$ cat config.mk
export PLATFORM = sky130hd
export DESIGN_NAME = bp_resolve_stage
export DESIGN_NICKNAME = d
export VERILOG_FILES = /design/src/logic/bp_pkg.sv /design/src/logic/bp_resolve_stage.sv
export SDC_FILE = /design/constraint.sdc
export NUM_CORES = 1
export LEC_CHECK = 0
export ABC_CLOCK_PERIOD_IN_PS = 4050
export BUFFER_PORTS_ARGS = -buffer_cell sky130_fd_sc_hd__buf_2
export CAP_MARGIN = 20
export CORE_MARGIN = 1.5
export CORE_UTILIZATION = 44
export DETAILED_ROUTE_END_ITERATION = 12
export GPL_ROUTABILITY_DRIVEN = 0
export HOLD_SLACK_MARGIN = 0.03
export PLACE_DENSITY = 0.84
export SLEW_MARGIN = 40
export SYNTH_ARGS = -nofsm -noshare
export SYNTH_HDL_FRONTEND = slang
export SYNTH_SLANG_ARGS = --single-unit
export TNS_END_PERCENT = 1
$ cat constraint.sdc
create_clock -name clk -period 4.05 [get_ports clk]
set_clock_uncertainty 0.1 [all_clocks]
set_input_delay 0 -clock clk [delete_from_list [all_inputs] [get_ports clk]]
set_output_delay 0 -clock clk [all_outputs]
set_load 0.03 [all_outputs]
$ cat src/logic/bp_pkg.sv
// Branch predictor shared definitions
// Address and table widths, queue depth and the structs passed between stages

package bp_pkg;

    // Instruction address and table geometry
    localparam int ADDR_W      = 13;
    localparam int IDX_W       = 8;
    localparam int TABLE_DEPTH = 256;
    localparam int CNT_W       = 2;

    // Outstanding predictions, also the credit count after reset
    localparam int QUEUE_DEPTH = 4;
    localparam int QPTR_W      = $clog2(QUEUE_DEPTH);

    // Weakly not taken
    localparam logic [CNT_W-1:0] CNT_RESET = 2'b01;

    // Prediction as produced by the lookup stage
    typedef struct packed {
        logic              taken;
        logic [ADDR_W-1:0] target;
        logic [ADDR_W-1:0] pc;
        logic [CNT_W-1:0]  cnt;
    } pred_t;

    // Resolved branch from execution
    typedef struct packed {
        logic              taken;
        logic [ADDR_W-1:0] target;
    } outcome_t;

    // Table update from the resolve stage
    typedef struct packed {
        logic [IDX_W-1:0]  idx;
        logic [CNT_W-1:0]  cnt;
        logic [ADDR_W-1:0] target;
        logic              wr_target;
    } tbl_wr_t;

endpackage

$ cat src/logic/bp_resolve_stage.sv
// Resolve stage
// Checks each outcome against the oldest prediction and builds the table update

`timescale 1ns/10ps

module bp_resolve_stage (
    input  logic              clk,
    input  logic              pon_rst_n_i,
    input  logic              res_valid_i,
    input  bp_pkg::outcome_t  res_i,
    input  bp_pkg::pred_t     head_i,
    output logic              pop_o,
    output logic              upd_valid_o,
    output logic              upd_correct_o,
    output logic              wr_valid_o,
    output bp_pkg::tbl_wr_t   wr_o
);

    logic [bp_pkg::IDX_W-1:0] head_idx;
    logic [bp_pkg::CNT_W-1:0] base_cnt;
    logic [bp_pkg::CNT_W-1:0] next_cnt;
    logic                     correct;
    logic                     wr_seen;

    assign pop_o    = res_valid_i;
    assign head_idx = head_i.pc[bp_pkg::IDX_W-1:0];

    // Last write still holds the table's value for its index,
    // which may be newer than the counter captured at prediction time
    assign base_cnt = (wr_seen && (wr_o.idx == head_idx)) ? wr_o.cnt : head_i.cnt;

    // Saturating 2-bit counter
    always_comb begin
        next_cnt = base_cnt;
        if (res_i.taken) begin
            if (base_cnt != '1) begin
                next_cnt = base_cnt + bp_pkg::CNT_W'(1);
            end
        end else if (base_cnt != '0) begin
            next_cnt = base_cnt - bp_pkg::CNT_W'(1);
        end
    end

    // Target only matters when the branch was actually taken
    assign correct = (head_i.taken == res_i.taken) &&
                     (!res_i.taken || (head_i.target == res_i.target));

    always_ff @(posedge clk or negedge pon_rst_n_i) begin
        if (!pon_rst_n_i) begin
            upd_valid_o   <= 1'b0;
            upd_correct_o <= 1'b0;
            wr_valid_o    <= 1'b0;
            wr_seen       <= 1'b0;
        end else begin
            upd_valid_o <= res_valid_i;
            wr_valid_o  <= res_valid_i;
            if (res_valid_i) begin
                upd_correct_o <= correct;
                wr_seen       <= 1'b1;
            end
        end
    end

    // Table write, held until the next outcome
    always_ff @(posedge clk) begin
        if (res_valid_i) begin
            wr_o.idx       <= head_idx;
            wr_o.cnt       <= next_cnt;
            wr_o.target    <= res_i.target;
            wr_o.wr_target <= res_i.taken;
        end
    end

endmodule

==> metrics.txt <==
# resized after CTS 0; met2 usage in global routing between 30 and 40%; Crit. End Element flip-flop; cell with the most instances after synthesis edfxtp_1; synth warn 0; GRT met3 Usage around 2.8%; WP data required between 4 and 5 ns; first-pass GRT wire length about 3500 um; Most used DFF post-synth edfxtp_1; total nets after synthesis between 100 and 150; antenna-violating nets left 0; CTS root buf clkbuf_4; Area Growth Syn to Fin 58.0%; CTS tree yes; Final Util 73.3%; DR pass1 iterations 3; period utilization a little under half; htree depth 1; Crit path depth 5; synthesized area per cell between 15 and 20 sq um; status finished clean; number of library cell types mapped by synthesis 15; f_max roughly 530 MHz; Crit path buffers/inverters 3; critical path launch point type input pin; CP cell instances dlygate4sd3_1 > buf_2 > o21ai_0 > o22a_1 > dlygate4sd3_1; Yosys reg bits 27; RSZ-0062 raised after global routing false; worst vdd ir between 200 and 300 uV; slowest cell on the critical path dlygate4sd3_1; CP max FO 29; DRC Markers 0; Worst-Skew Late Latency roughly 0.31 ns; CTS Buf Count 3; normalized max-slew margin 59.5%; routed length per instance ~13 um; sequential element share of the synthesized area roughly 70%; Period minus WS final around 1.9 ns; Die Ht about 54 um; Placeable Area 2450 sq um; die area just under 3000 sq um; Power Dens Cells 330 nW/um^2; GRT busiest layer met2; Reg clk slew, reported paths approximately 0.14 ns; clk sinks 27; overall routing resource usage approximately 17%; Total Wirelength approximately 2500 um; max-cap violations 0; Overflow after GRT 0; Mapped Area around 1100 sq um; Top delay family on crit path buffers and inverters; Hold Vio Cnt, Final 0; Synth Instances 70; Worst Hold Path Cells 3; FF-to-FF path depth 4; count of flip-flops with a built-in enable after synthesis 24; most frequent CP cell dlygate4sd3_1; nets 214; via count around 910; Area contributors post-synth edfxtp_1, xnor2_1, dfrtp_1; initial DRC count 1; commonest cells in the netlist edfxtp_1, xnor2_1, maj3_1, nand4_1, dfrtp_1; largest net degree at the start of global routing 30; Arrival @ worst endpoint between 2 and 2.5 ns; final setup vio count 0; DR vias/cell between 4 and 5; GR met1 Demand/Resource between 15 and 20%; Yosys top cell by area edfxtp_1; DP HPWL between 1500 and 2000 um; Finished Cell Area 1800 sq um; vias in the first global route 888; Max stage delay on crit path around 0.56 ns; hold_buf cts 27; Die Wd around 54 um; P_leak ~0.00075 uW; type of the worst min-delay path in2reg; Ant. Diodes 0; Row Count 18; antenna violations before repair 0; worst slew pin tran ~0.6 ns; I/O pin count 74; critical path type in2reg; Post-synth ARST share 11.1%; Post-CTS Setup Inserts 0; clk buf depth 2; # port buffers around 70; placed inst area 1500 sq um; Setup TNS 0 ns; share of Yosys cell area claimed by the top area cell type 63.2%; starting density of the core a little under half; Pins Over Slew Limit 0; layout cells sized above 1 45.5%
registers in the layout (all words and copies together) (netlist names):
register and count:
upd_correct_o 1, wr_seen 1, wr_valid_o 1, wr_o 24
logic make-up (layout without fill, tap and decap cells):
logic type / after synthesis / in the layout / share of synthesized area [%]
DFF: 27 / 27 / 69.8
AOI/OAI and AO/OA: 2 / 2 / 1.21
xor gates and xnor gates: 21 / 21 / 16.1
buffers and inverters: 4 / 101 / 1.98
muxes: 2 / 2 / 1.98
adders and majority gates: 4 / 4 / 3.51
and+or+nand+nor: 10 / 10 / 5.38
layout make-up:
class	instances	area (sq um)
clock buffer	3	22.5
timing repair buffer	95	611
sequential	27	796
multi-input combinational	39	322
inverter	2	7.51
fill	165	654
clock inverter	1	5.00
tap	30	37.5
final timing paths:
path,slack (ns),end,startpoint
min in group asynchronous,0.44,upd_correct_o,pon_rst_n_i
max,2.16,upd_correct_o,res_valid_i
max in group asynchronous,3.27,wr_valid_o,pon_rst_n_i
min reg2reg,0.38,wr_seen,wr_seen
max reg2reg,2.41,wr_o[15],wr_o[22]
min,0.06,wr_o[15],head_i[1]
where the power goes:
group          switching [uW]  total [uW]  internal [uW]
registers                8.15         335            326
clock network            74.4         111           36.9
logic                    82.7         148           65.8
placed cells by master, fill, tap and decap left out, types with 2 or more instances in the layout:
cell type,synthesis,layout
nand4_1,4,4
edfxtp_1,24,24
mux2_2,2,2
nand3_1,2,2
buf_2,0,68
dfrtp_1,3,3
xnor2_1,21,21
maj3_1,4,4
inv_1,2,2
dlygate4sd3_1,0,27
clkbuf_4,0,3
worst reg2reg max path: stages (launching register included):
cell      delay (ns)
edfxtp_1        0.42
xnor2_1         0.18
nand3_1         0.11
nor3_2          0.24
mux2_2          0.36
stage by stage:
| step | hold WS (ns) | std cells | worst slack [ns] | power, uW |
|---|---|---|---|---|
| 6_report | 0.0569 | 197 | 2.16 | 594 |
| 2_1_floorplan | -0.396 | 70 | 2.35 | 416 |
| 4_1_cts | 0.0513 | 197 | 2.19 | 597 |
| 3_5_place_dp | -0.300 | 166 | 2.39 | 469 |
| 5_1_grt | 0.0655 | 197 | 2.11 | 621 |
| 3_3_place_gp | -0.299 | 166 | 2.44 | 465 |
per-layer routing:
layer / up-vias / share of wire, %
li1: 446 / -
met3: 2 / 8.0
met1: 413 / 38
met2: 46 / 53
met4: 0 / 0.67
met5: - / 0
Note: power is estimated with default switching activity, not from simulation.
