**src/logic/bp_pkg.sv**
```systemverilog
// Branch predictor shared definitions
// Address and table widths, queue depth and the structs passed between stages

package bp_pkg;

    // Instruction address and table geometry
    localparam int ADDR_W      = 13;
    localparam int IDX_W       = 8;
    localparam int TABLE_DEPTH = 256;
    localparam int CNT_W       = 2;

    // Outstanding predictions, also the credit count after reset
    localparam int QUEUE_DEPTH = 4;
    localparam int QPTR_W      = $clog2(QUEUE_DEPTH);

    // Weakly not taken
    localparam logic [CNT_W-1:0] CNT_RESET = 2'b01;

    // Prediction as produced by the lookup stage
    typedef struct packed {
        logic              taken;
        logic [ADDR_W-1:0] target;
        logic [ADDR_W-1:0] pc;
        logic [CNT_W-1:0]  cnt;
    } pred_t;

    // Resolved branch from execution
    typedef struct packed {
        logic              taken;
        logic [ADDR_W-1:0] target;
    } outcome_t;

    // Table update from the resolve stage
    typedef struct packed {
        logic [IDX_W-1:0]  idx;
        logic [CNT_W-1:0]  cnt;
        logic [ADDR_W-1:0] target;
        logic              wr_target;
    } tbl_wr_t;

endpackage

```
**src/logic/bp_lookup_stage.sv**
```systemverilog
// Lookup stage
// Takes credited fetch requests, reads the table and forms the prediction

`timescale 1ns/10ps

module bp_lookup_stage (
    input  logic                         clk,
    input  logic                         pon_rst_n_i,
    input  logic                         req_valid_i,
    input  logic [bp_pkg::ADDR_W-1:0]    req_pc_i,
    output logic [bp_pkg::IDX_W-1:0]     rd_idx_o,
    output logic                         rd_en_o,
    input  logic [bp_pkg::CNT_W-1:0]     rd_cnt_i,
    input  logic [bp_pkg::ADDR_W-1:0]    rd_target_i,
    output logic                         pred_valid_o,
    output bp_pkg::pred_t                pred_o
);

    logic                      s1_valid;
    logic [bp_pkg::ADDR_W-1:0] s1_pc;

    // Table index is the low address bits, read issued on accept
    assign rd_idx_o = req_pc_i[bp_pkg::IDX_W-1:0];
    assign rd_en_o  = req_valid_i;

    // Stage 1 holds the request while the table read completes
    always_ff @(posedge clk or negedge pon_rst_n_i) begin
        if (!pon_rst_n_i) begin
            s1_valid <= 1'b0;
        end else begin
            s1_valid <= req_valid_i;
        end
    end

    always_ff @(posedge clk) begin
        if (req_valid_i) begin
            s1_pc <= req_pc_i;
        end
    end

    // Stage 2 valid
    always_ff @(posedge clk or negedge pon_rst_n_i) begin
        if (!pon_rst_n_i) begin
            pred_valid_o <= 1'b0;
        end else begin
            pred_valid_o <= s1_valid;
        end
    end

    // Direction comes from the counter's upper bit
    always_ff @(posedge clk) begin
        if (s1_valid) begin
            pred_o.taken  <= rd_cnt_i[bp_pkg::CNT_W-1];
            pred_o.target <= rd_target_i;
            pred_o.pc     <= s1_pc;
            pred_o.cnt    <= rd_cnt_i;
        end
    end

endmodule

```
**config.mk**
```make
export PLATFORM = sky130hd
export DESIGN_NAME = bp_lookup_stage
export DESIGN_NICKNAME = d
export VERILOG_FILES = /design/src/logic/bp_pkg.sv /design/src/logic/bp_lookup_stage.sv
export SDC_FILE = /design/constraint.sdc
export NUM_CORES = 1
export LEC_CHECK = 0
export ABC_AREA = 1
export BUFFER_PORTS_ARGS = -buffer_cell sky130_fd_sc_hd__buf_2
export CAP_MARGIN = 20
export CORE_MARGIN = 2
export CORE_UTILIZATION = 43
export CTS_CLUSTER_DIAMETER = 50
export CTS_CLUSTER_SIZE = 40
export DETAILED_ROUTE_END_ITERATION = 7
export PLACE_DENSITY_LB_ADDON = 0.2
export SLEW_MARGIN = 20
export SYNTH_ARGS = -nofsm -noshare
export SYNTH_HDL_FRONTEND = slang
export SYNTH_SLANG_ARGS = --single-unit
```
**constraint.sdc**
```tcl
create_clock -name clk -period 1.6 [get_ports clk]
set_clock_uncertainty 0.15 [all_clocks]
set_input_delay 0.16 -clock clk [delete_from_list [all_inputs] [get_ports clk]]
set_output_delay 0.16 -clock clk [all_outputs]
set_load 0.02 [all_outputs]
```
==> results.ini <==
[run_status]
run_status = finished clean

[worst_hold_path]
worstHoldPathType = reg -> reg

[clocking]
htree_num_levels = 2
cts-buffers-inserted = 5
clk_pin_slew_ns = 0.11
cts_root_buffer = sky130_fd_sc_hd__clkbuf_4
tritoncts = yes
clock_tree.buffer_depth = 2
clock-sinks = 43
clock_latency_ns = 0.33

[job]
max_cap_violations = 0

[finish]
multiInputGateArea_um2 = 0
seq_area_mm2 = 0.001281
fin_nets = 183
share_of_post_route_cells_with_drive_strength_above_1_pct = 50.98
final_cell_area_mm2 = 0.002086
filler_cell_count = 210
flow.area_growth_from_synthesis_pct = 53.78
final_cell_utilization_of_the_core_pct = 68.88
layout.cells.most_common = sky130_fd_sc_hd__buf_2
layout_common_cells = sky130_fd_sc_hd__buf_2 (68), sky130_fd_sc_hd__edfxtp_1 (41), sky130_fd_sc_hd__dlygate4sd3_1 (31)
number_of_multi_input_combinational_cells_in_the_layout = 0
insertedDiodeCount = 0

[critical_path]
worst_path_largest_cell_delay_ns = 0.53
end_kind = output port
crit_chain = dlygate4sd3_1 > clkbuf_4 > buf_2
worstPathArrival_ns = 1.15
required_time_at_the_worst_slack_endpoint_ns = 1.29
critPathMaxFanout = 15
startpoint_to_endpoint_class_of_the_critical_path = in -> out
critPathSlowestCell = sky130_fd_sc_hd__dlygate4sd3_1
timing.critical_path.from_type = primary input

[floorplanning]
die_height_um = 60.16
die_width_um = 60.16
ios = 70
fp-row-count = 20
starting_density_of_the_core_pct = 44.79
floorplan.core_area_mm2 = 0.003028
die_area_mm2 = 0.003619

[yosys]
syn_avg_cell_area_um2 = 25.59
main_combinational_cell_family_by_area_after_synthesis = buffers and inverters
ys_seq_elements = 43
synth_area_mm2 = 0.001356
post_synth_xor_area_fraction_pct = 0
synth_mux_area_share_pct = 0
post_synthesis_net_count = 84
synth.yosys.warnings = 0
ys_types = 3
post-synth-top-area-cell = sky130_fd_sc_hd__edfxtp_1
synth-compound-area-share_pct = 0
ys_top_cells_by_area = sky130_fd_sc_hd__edfxtp_1 (91%), sky130_fd_sc_hd__buf_4 (5.5%), sky130_fd_sc_hd__dfrtp_1 (3.7%)
syn_inst = 53
synth_sequential_area_ratio_pct = 94.46
synth_fa_ha_area_share_pct = 0
synthDominantCellAreaShare_pct = 90.77
simple_gate_share_of_the_synthesized_area_pct = 0

[drt]
dr.pass1.iters = 4
route.antenna.remaining_nets = 0
wirelength_mm = 2.407
initialDrtViolationCount = 23
drt-wirelength-per-cell_um = 12.22
dr_total_vias = 814
detail_route.vias_per_cell = 4.132
remaining_drc_errors = 0

[sta]
totalNegativeSetupSlack_ns = 0
slew-limit-headroom_pct = 84.27
worst_slew_pin_slew_ns = 0.2359
fmaxAchievable_ghz = 0.6856
hold_viol = 0
setup_violation_total_in_the_final_timing_report = 0
setup_repair_after_global_routing_missed_its_margin = false
final_min_period_over_clock_period_pct = 91.16
min_period_ns = 1.459
final_max_tran_viols = 0

[grt]
grt_pass1_wl_mm = 3.463
antenna_violations_before_repair = 0
grtUsageTotal_pct = 14.23
grt_overflow = 0
grt_max_degree = 20
via_count_of_the_first_global_routing_pass = 846

[place]
port-buffer-count = 69
placed_cell_area_mm2 = 0.001697
place.gp.congestion = 0.6142

[power]
p_per_area_mw_per_mm2 = 1077
power_leakage_nw = 0.8784
worst_ir_drop_vdd_mv = 0.6685

-- final timing paths --
check | startpoint | endpoint | slack, ns | depth (start not counted)
min in group asynchronous | pon_rst_n_i | pred_valid_o | 0.50 | 3
min | s1_pc[7] | pred_o[9] | 0.27 | 0
max reg2reg | s1_valid | pred_o[12] | 0.53 | 1
max | req_valid_i | rd_en_o | 0.14 | 3
min reg2reg | s1_pc[7] | pred_o[9] | 0.27 | 0
max in group asynchronous | pon_rst_n_i | s1_valid | 0.66 | 3
-- critical path, delay by kind of cell --
family | cells | cell delay (ns)
buf+inv | 3 | 0.98
-- flip-flops by register name, indices dropped and copies added (netlist names) --
signal and count:
s1_valid 1, s1_pc 13, pred_o 28, pred_valid_o 1
-- kinds of logic after synthesis --
kind of cell  after synthesis
flops                      43
buf+inv                    10
-- area by class of cell --
class / instances / area share [%]
Timing Repair Buffer: 102 / 32.27
Clock buffer: 5 / 1.800
Clock inverter: 3 / 1.860
Tap cell: 44 / 2.639
Sequential cell: 43 / 61.43
-- through the flow --
| step | power [mW] | hold WS, ns | std cells | setup WS (ns) |
|---|---|---|---|---|
| global route | 2.350 | 0.2858 | 197 | 0.08374 |
| floorplan | 1.485 | -0.2856 | 53 | 0.1974 |
| finish | 2.247 | 0.2743 | 197 | 0.1414 |
| CTS | 2.280 | 0.2768 | 197 | 0.08025 |
| global placement | 1.575 | -0.1973 | 158 | 0.5570 |
| detailed placement | 1.579 | -0.1945 | 158 | 0.5363 |
-- Yosys cell counts --
master and count:
sky130_fd_sc_hd__edfxtp_1 41, sky130_fd_sc_hd__buf_4 10, sky130_fd_sc_hd__dfrtp_1 2
-- power by group --
part	internal (mW)	switching, mW
clock network	0.321	0.314
logic	0.121	0.146
registers	1.32	0.0205
-- what timing repair did --
action,4_1_cts,5_1_grt
hold buffers,31,0
setup endpoints to repair,0,1
resized for setup,0,1
hold endpoints to repair,31,0
buffers inserted,0,0
-- layer usage --
layer / GRT usage (%) / part of all wire, % / up-vias
met3: 8.225 / 11 / 3
met5: 0 / 0 / -
met4: 5.714 / 1.2 / 0
met1: 12.33 / 37 / 365
li1: - / - / 390
met2: 26.09 / 51 / 56
(Power assumes the default switching activity.)
