==> config.mk <==
export PLATFORM = sky130hd
export DESIGN_NAME = bp_outcome_queue
export DESIGN_NICKNAME = d
export VERILOG_FILES = /design/src/logic/bp_pkg.sv /design/src/logic/bp_outcome_queue.sv
export SDC_FILE = /design/constraint.sdc
export NUM_CORES = 1
export LEC_CHECK = 0
export BUFFER_PORTS_ARGS = -buffer_cell sky130_fd_sc_hd__buf_4
export CORE_MARGIN = 8
export CORE_UTILIZATION = 55
export DETAILED_ROUTE_END_ITERATION = 6
export PLACE_DENSITY_LB_ADDON = 0.15
export SLEW_MARGIN = 20
export SYNTH_ARGS = -nofsm -noshare
export SYNTH_HDL_FRONTEND = slang
export SYNTH_SLANG_ARGS = --single-unit
==> constraint.sdc <==
create_clock -name clk -period 4.2 [get_ports clk]
set_input_delay 0 -clock clk [delete_from_list [all_inputs] [get_ports clk]]
set_output_delay 0 -clock clk [all_outputs]
set_load 0.1 [all_outputs]
==> src/logic/bp_pkg.sv <==
// Branch predictor shared definitions
// Address and table widths, queue depth and the structs passed between stages

package bp_pkg;

    // Instruction address and table geometry
    localparam int ADDR_W      = 13;
    localparam int IDX_W       = 8;
    localparam int TABLE_DEPTH = 256;
    localparam int CNT_W       = 2;

    // Outstanding predictions, also the credit count after reset
    localparam int QUEUE_DEPTH = 4;
    localparam int QPTR_W      = $clog2(QUEUE_DEPTH);

    // Weakly not taken
    localparam logic [CNT_W-1:0] CNT_RESET = 2'b01;

    // Prediction as produced by the lookup stage
    typedef struct packed {
        logic              taken;
        logic [ADDR_W-1:0] target;
        logic [ADDR_W-1:0] pc;
        logic [CNT_W-1:0]  cnt;
    } pred_t;

    // Resolved branch from execution
    typedef struct packed {
        logic              taken;
        logic [ADDR_W-1:0] target;
    } outcome_t;

    // Table update from the resolve stage
    typedef struct packed {
        logic [IDX_W-1:0]  idx;
        logic [CNT_W-1:0]  cnt;
        logic [ADDR_W-1:0] target;
        logic              wr_target;
    } tbl_wr_t;

endpackage

==> src/logic/bp_outcome_queue.sv <==
// Outcome queue
// In-order buffer of predictions awaiting execution, one credit back per pop

`timescale 1ns/10ps

module bp_outcome_queue (
    input  logic              clk,
    input  logic              pon_rst_n_i,
    input  logic              push_i,
    input  bp_pkg::pred_t     push_data_i,
    input  logic              pop_i,
    output bp_pkg::pred_t     head_o,
    output logic              credit_o
);

    bp_pkg::pred_t             mem [bp_pkg::QUEUE_DEPTH];
    logic [bp_pkg::QPTR_W-1:0] wr_ptr;
    logic [bp_pkg::QPTR_W-1:0] rd_ptr;

    // Pointers wrap at the power-of-two depth
    always_ff @(posedge clk or negedge pon_rst_n_i) begin
        if (!pon_rst_n_i) begin
            wr_ptr <= '0;
            rd_ptr <= '0;
        end else begin
            if (push_i) begin
                wr_ptr <= wr_ptr + bp_pkg::QPTR_W'(1);
            end
            if (pop_i) begin
                rd_ptr <= rd_ptr + bp_pkg::QPTR_W'(1);
            end
        end
    end

    always_ff @(posedge clk) begin
        if (push_i) begin
            mem[wr_ptr] <= push_data_i;
        end
    end

    // Oldest prediction, popped in the cycle its outcome arrives
    assign head_o = mem[rd_ptr];

    // Freed slot goes straight back to fetch
    assign credit_o = pop_i;

endmodule

==> reports/summary.txt, run 1 <==
Status: finished, final reports clean
CTS tree: done
Maximum clock frequency: 452.5 MHz
Layout cell share with drive strength beyond 1: 43.69%
1st-iter DRT viols: 104
Worst min-delay path category: in2reg
Netlist Area Pre-Place: 4417 um2
Antenna viol nets, final: 0
# diodes: 0
Drt pass-1 iters: 4
Largest net degree at the start of global routing: 32
Routed vias: 2094
Post-synthesis simple-gate area fraction: 0.7365%
Syn Area/Cell: 25.68 um2
Post-Synth Adder-Cell Area: 1.133%
Cells after synthesis: 172
Crit path DAT: 2.21 ns
GP Congestion: 0.6576
Mux cell area share after synthesis: 14.87%
Clock tree buffer depth: 2
Final hold violation count: 0
Max Cap Viol: 0
Count of input and output buffers: 62
Dpl hpwl: 4399 um
Critical setup path kind: reg2out
Final worst-path cycle share: 52.61%
Slew headroom: 46.77%
Die width: 105.6 um
Count of different cell masters after synthesis: 15
Worst Setup Start Kind: flip-flop
Io pins: 63
RSZ-0062 raised after global routing: false
First-pass GRT wire length: 12900 um
Root Buffer: clkbuf_8
Layout fillers: 441
Num rows: 32
Largest incremental delay on the critical path: 0.83 ns
Critical-path cell list: mux4_1 -> buf_4
Compound-Gate Fraction of Synth Area: 0.1133%
TNS Setup: 0 ns
Sequential area share after synthesis: 81.13%
Final-stage net count: 317
Most common cell after layout, fill and taps aside: edfxtp_1
Most frequent cells in the layout: 116 x edfxtp_1, 63 x buf_4, 33 x dlygate4sd3_1, 28 x mux4_2, 16 x clkbuf_16
Die H: 105.6 um
WL final: 7912 um
Area Growth Syn to Fin: 34.22%
Worst-margin pin slew: 0.7985 ns
CTS H-tree lvls: 4
Largest family of logic cells by synthesized area: multiplexers
Clock Sinks: 120
Drt drc: 0
Gr ovfl total: 0
Minimum clock period: 2.210 ns
Critical path capture point type: primary output
FF+latch area: 3587 um2
Multi-input gate area: 775.7 um2
Cell with the biggest individual delay on the critical path: dfrtp_4
Flops & latches, synth: 120
Vias per Instance: 5.301
Starting Density: 56.86%
Synth Warn #: 0
Cts bufs inserted: 17
Number of global-route vias before repair: 2444
Endpoints failing setup: 0
Final Max Slew Viols: 0
DR WL/cell: 20.03 um
XOR/XNOR Fraction of Synth Area: 0.5949%
CORE AREA: 7767 um2
Post-layout util: 76.32%
Worst Path Required: 4.20 ns
Clock latency at the later pin of the worst-skew pair: 0.51 ns
Antenna violations before repair: 0
Synth Net Count: 209
Total GRT Usage: 15.51%
Die Area: 11150 um2
Clock skew: 0.008941 ns
Crit Path Max Fanout: 31
Worst-path clk slew: 0.06 ns
cells in the mapped netlist:
master	count	area, um2
xor2_1	2	17.52
edfxtp_1	116	3483
clkbuf_1	1	3.750
dfrtp_1	4	100.1
mux4_1	1	26.28
and2_1	4	25.02
buf_4	1	7.510
nand2_1	2	7.510
mux4_2	28	630.6
ha_1	4	50.05
buf_6	3	33.78
inv_1	2	7.510
o21ai_0	1	5.000
buf_2	2	10.01
xnor2_1	1	8.760
what timing repair did:
item,4_1_cts,5_1_grt
resized for setup,0,0
hold buffers,33,0
hold endpoints to repair,124,0
endpoints found under the setup margin,0,0
buffers inserted,0,0
cell type report:
class / count / area share [%]
Clock inverter: 15 / 3.588
Timing Repair Buffer: 96 / 13.55
Sequential cell: 120 / 60.51
Tap cell: 102 / 2.153
Multi-Input combinational cell: 43 / 13.09
Inverter: 2 / 0.1266
Clock buffer: 17 / 6.986
stage by stage:
| step | instances | setup WS [ns] | instance area, um2 | hold slack (ns) |
|---|---|---|---|---|
| 3_3_place_gp | 330 | 2.218 | 4969 | -0.1998 |
| 6_report | 395 | 1.990 | 5928 | 0.2339 |
| 2_1_floorplan | 172 | 2.468 | 4417 | -0.2956 |
| 4_1_cts | 395 | 1.658 | 5926 | 0.2133 |
| 5_1_grt | 395 | 1.864 | 5928 | 0.2197 |
| 3_5_place_dp | 330 | 2.209 | 4969 | -0.1955 |
cell families (layout without fill, tap and decap cells):
| kind of cell | Yosys count | in the layout |
|---|---|---|
| multiplexers | 29 | 29 |
| buffers and inverters | 9 | 130 |
| adder cells (fa/ha/maj) | 4 | 4 |
| flip-flops | 120 | 120 |
| AO/OA/AOI/OAI | 1 | 1 |
| XOR/XNOR | 3 | 3 |
| AND/OR/NAND/NOR | 6 | 6 |
worst paths after layout:
kind	from	end	slack (ns)	cells after the start
max	rd_ptr[0]	head_o[28]	1.99	2
min	push_data_i[8]	mem[0][8]	0.23	2
max reg2reg	wr_ptr[0]	mem[0][10]	2.49	3
min reg2reg	wr_ptr[0]	wr_ptr[0]	0.54	1
max in group asynchronous	pon_rst_n_i	rd_ptr[0]	3.57	3
min in group asynchronous	pon_rst_n_i	wr_ptr[0]	0.41	3
layer usage:
metal | GRT usage [%] | vias to the layer above | part of all wire, %
li1 | - | 944 | -
met1 | 17.18 | 1077 | 39
met2 | 25.99 | 65 | 54
met3 | 5.786 | 8 | 6.0
met4 | 7.538 | 0 | 1.2
met5 | 0 | - | 0
worst max-delay path, delay by kind of cell, from the launching register on:
family	cells	cell delay, ns
flip-flops	1	0.83
multiplexers	1	0.63
buffers and inverters	1	0.25
flip-flops by register name, indices dropped and copies added, names as in the netlist:
register  flops
rd_ptr        2
mem         116
wr_ptr        2
Power of run 1 is not shown: default switching activity piles up to over one toggle a cycle in this logic, so the estimate is an artifact.
==> inputs of run 2 (changes only) <==
==> constraint.sdc (replaced) <==
create_clock -name clk -period 2.3 [get_ports clk]
set_input_delay 0 -clock clk [delete_from_list [all_inputs] [get_ports clk]]
set_output_delay 0 -clock clk [all_outputs]
set_load 0.1 [all_outputs]
==> run 2 against run 1 <==
  * First-iteration DRC count up 3.8%
  * Core utilization up 0.92 points
  * Final cell count up 1.3%
==> reports/summary.txt, run 2 (synthesis gave the netlist of run 1 again) <==
Antenna violations before repair: 0 (unchanged)
RSZ-0062 raised after global routing: false
Largest net degree at the start of global routing: 25 (-22%)
Most frequent cells in the layout: 116 x edfxtp_1, 63 x buf_4, 33 x dlygate4sd3_1, 28 x mux4_2, 16 x clkbuf_16
Max Cap Viol: 0 (unchanged)
Io pins: 63 (unchanged)
Endpoints failing setup: 0 (unchanged)
GP Congestion: 0.6952 (+5.7%)
Drt drc: 0 (unchanged)
Critical path capture point type: primary output
Reg2reg end: mem[0][25]
Clock skew: 0.006603 ns (-0.002338 ns)
Routed vias: 2115 (+1.0%)
WHS Endpoint: mem[1][15]
Cts bufs inserted: 17 (unchanged)
Drt pass-1 iters: 4 (unchanged)
Most common cell after layout, fill and taps aside: edfxtp_1
Count of input and output buffers: 62 (unchanged)
Critical setup path kind: reg2out
Crit Path Max Fanout: 12 (-61%)
Layout cell share with drive strength beyond 1: 42.28% (-1.4 points)
Clock tree buffer depth: 2 (unchanged)
R2r setup slk: 0.65 ns (-1.84 ns)
Slew headroom: 68.37% (+22 points)
1st-iter DRT viols: 108 (+3.8%)
Worst r2r path cells: 4 (+1)
Worst-path clk slew: 0.05 ns (about the same)
Starting Density: 56.86% (unchanged)
Area Growth Syn to Fin: 35.84%
Worst Path Required: 2.30 ns (-1.90 ns)
Hold Path Depth: 2 (unchanged)
Final hold violation count: 0 (unchanged)
HP Start: push_data_i[15]
First-pass GRT wire length: 13050 um (+1.2%)
Final cell count without fillers: 400 (+1.3%)
Die H: 105.6 um (unchanged)
Clock latency at the later pin of the worst-skew pair: 0.49 ns (-0.02 ns)
Total GRT Usage: 15.97% (+0.46 points)
Crit path DAT: 2.17 ns (-0.04 ns)
Root Buffer: clkbuf_8
Largest Register: mem
Final WS setup: 0.1258 ns (-1.864 ns)
Layout fillers: 421 (-4.5%)
CORE AREA: 7767 um2 (unchanged)
Die width: 105.6 um (unchanged)
TNS Setup: 0 ns (unchanged)
Final worst-path cycle share: 94.53%
Minimum clock period: 2.174 ns
Antenna viol nets, final: 0 (unchanged)
Worst Setup Start Kind: flip-flop
Gr ovfl total: 0 (unchanged)
Worst-margin pin slew: 0.4744 ns (-0.3241 ns)
Status: finished, final reports clean
Dpl hpwl: 4747 um (+7.9%)
# diodes: 0 (unchanged)
Num rows: 32 (unchanged)
Maximum clock frequency: 459.9 MHz
Worst min-delay path category: in2reg
DR WL/cell: 20.78 um (+3.7%)
Worst slack, placed: 0.6179 ns (-1.591 ns)
Vias per Instance: 5.288 (-0.26%)
WL final: 8310 um (+5.0%)
Reg2reg start: wr_ptr[0]
Max reg flops: 116 (unchanged)
Number of global-route vias before repair: 2397 (-1.9%)
CTS tree: done
CTS H-tree lvls: 4 (unchanged)
Clock Sinks: 120 (unchanged)
Cells after DPL: 336 (+1.8%)
Final Max Slew Viols: 0 (unchanged)
Biggest regs: mem: 116 flops, rd_ptr: 2 flops, wr_ptr: 2 flops
Die Area: 11150 um2 (unchanged)
Final-stage net count: 323 (+1.9%)
==> run 2: how the worst max path moves through the flow <==
stage,end,start,cells past startpoint
after floorplan,mem[2][0],wr_ptr[0],3
after global placement,head_o[23],rd_ptr[0],3
after detailed placement,head_o[24],rd_ptr[0],3
after CTS,head_o[24],rd_ptr[0],3
after global routing,head_o[27],rd_ptr[0],3
final,head_o[26],rd_ptr[0],3
==> run 2: per-layer routing <==
layer | track usage [%] | vias to the layer above | routed length, um | share of wire (%)
met3 | 5.603 | 7 | 353 | 4.2
met4 | 6.533 | 0 | 99 | 1.2
met5 | 0 | - | 0 | 0
met1 | 17.45 | 1093 | 3401 | 41
li1 | - | 956 | - | -
met2 | 27.83 | 59 | 4454 | 54
==> run 2: final cells by class <==
type / count / area (um2) / area share [%]
sequential: 120 / 3585 / 59.75
timing repair buffer: 102 / 923.4 / 15.39
multi-input combinational: 43 / 775.7 / 12.93
clock buffer: 20 / 425.4 / 7.091
clock inverter: 11 / 155.1 / 2.586
tap: 102 / 127.6 / 2.127
inverter: 2 / 7.507 / 0.1251
==> run 2: metrics by stage <==
step	hold slack, ns	util, %	cell area [um2]
final	0.2411	77.24	6000
after global routing	0.2301	77.24	6000
after CTS	0.2188	77.24	6000
after detailed placement	-0.1958	65.51	5089
after global placement	-0.1955	65.51	5089
after floorplan	-0.2956	-	4417
==> run 2: what timing repair did <==
item                                    4_1_cts  5_1_grt
hold endpoints to repair                    124        0
buffers inserted                              0        0
hold buffers                                 33        0
gates resized for setup                       0        0
endpoints found under the setup margin        0        0
==> run 2: critical path: stages, from the launching register on <==
cell     delay (ns)
dfrtp_2        0.62
buf_4          0.27
mux4_2         0.53
buf_4          0.25
Power of run 2 is left out for the same reason.
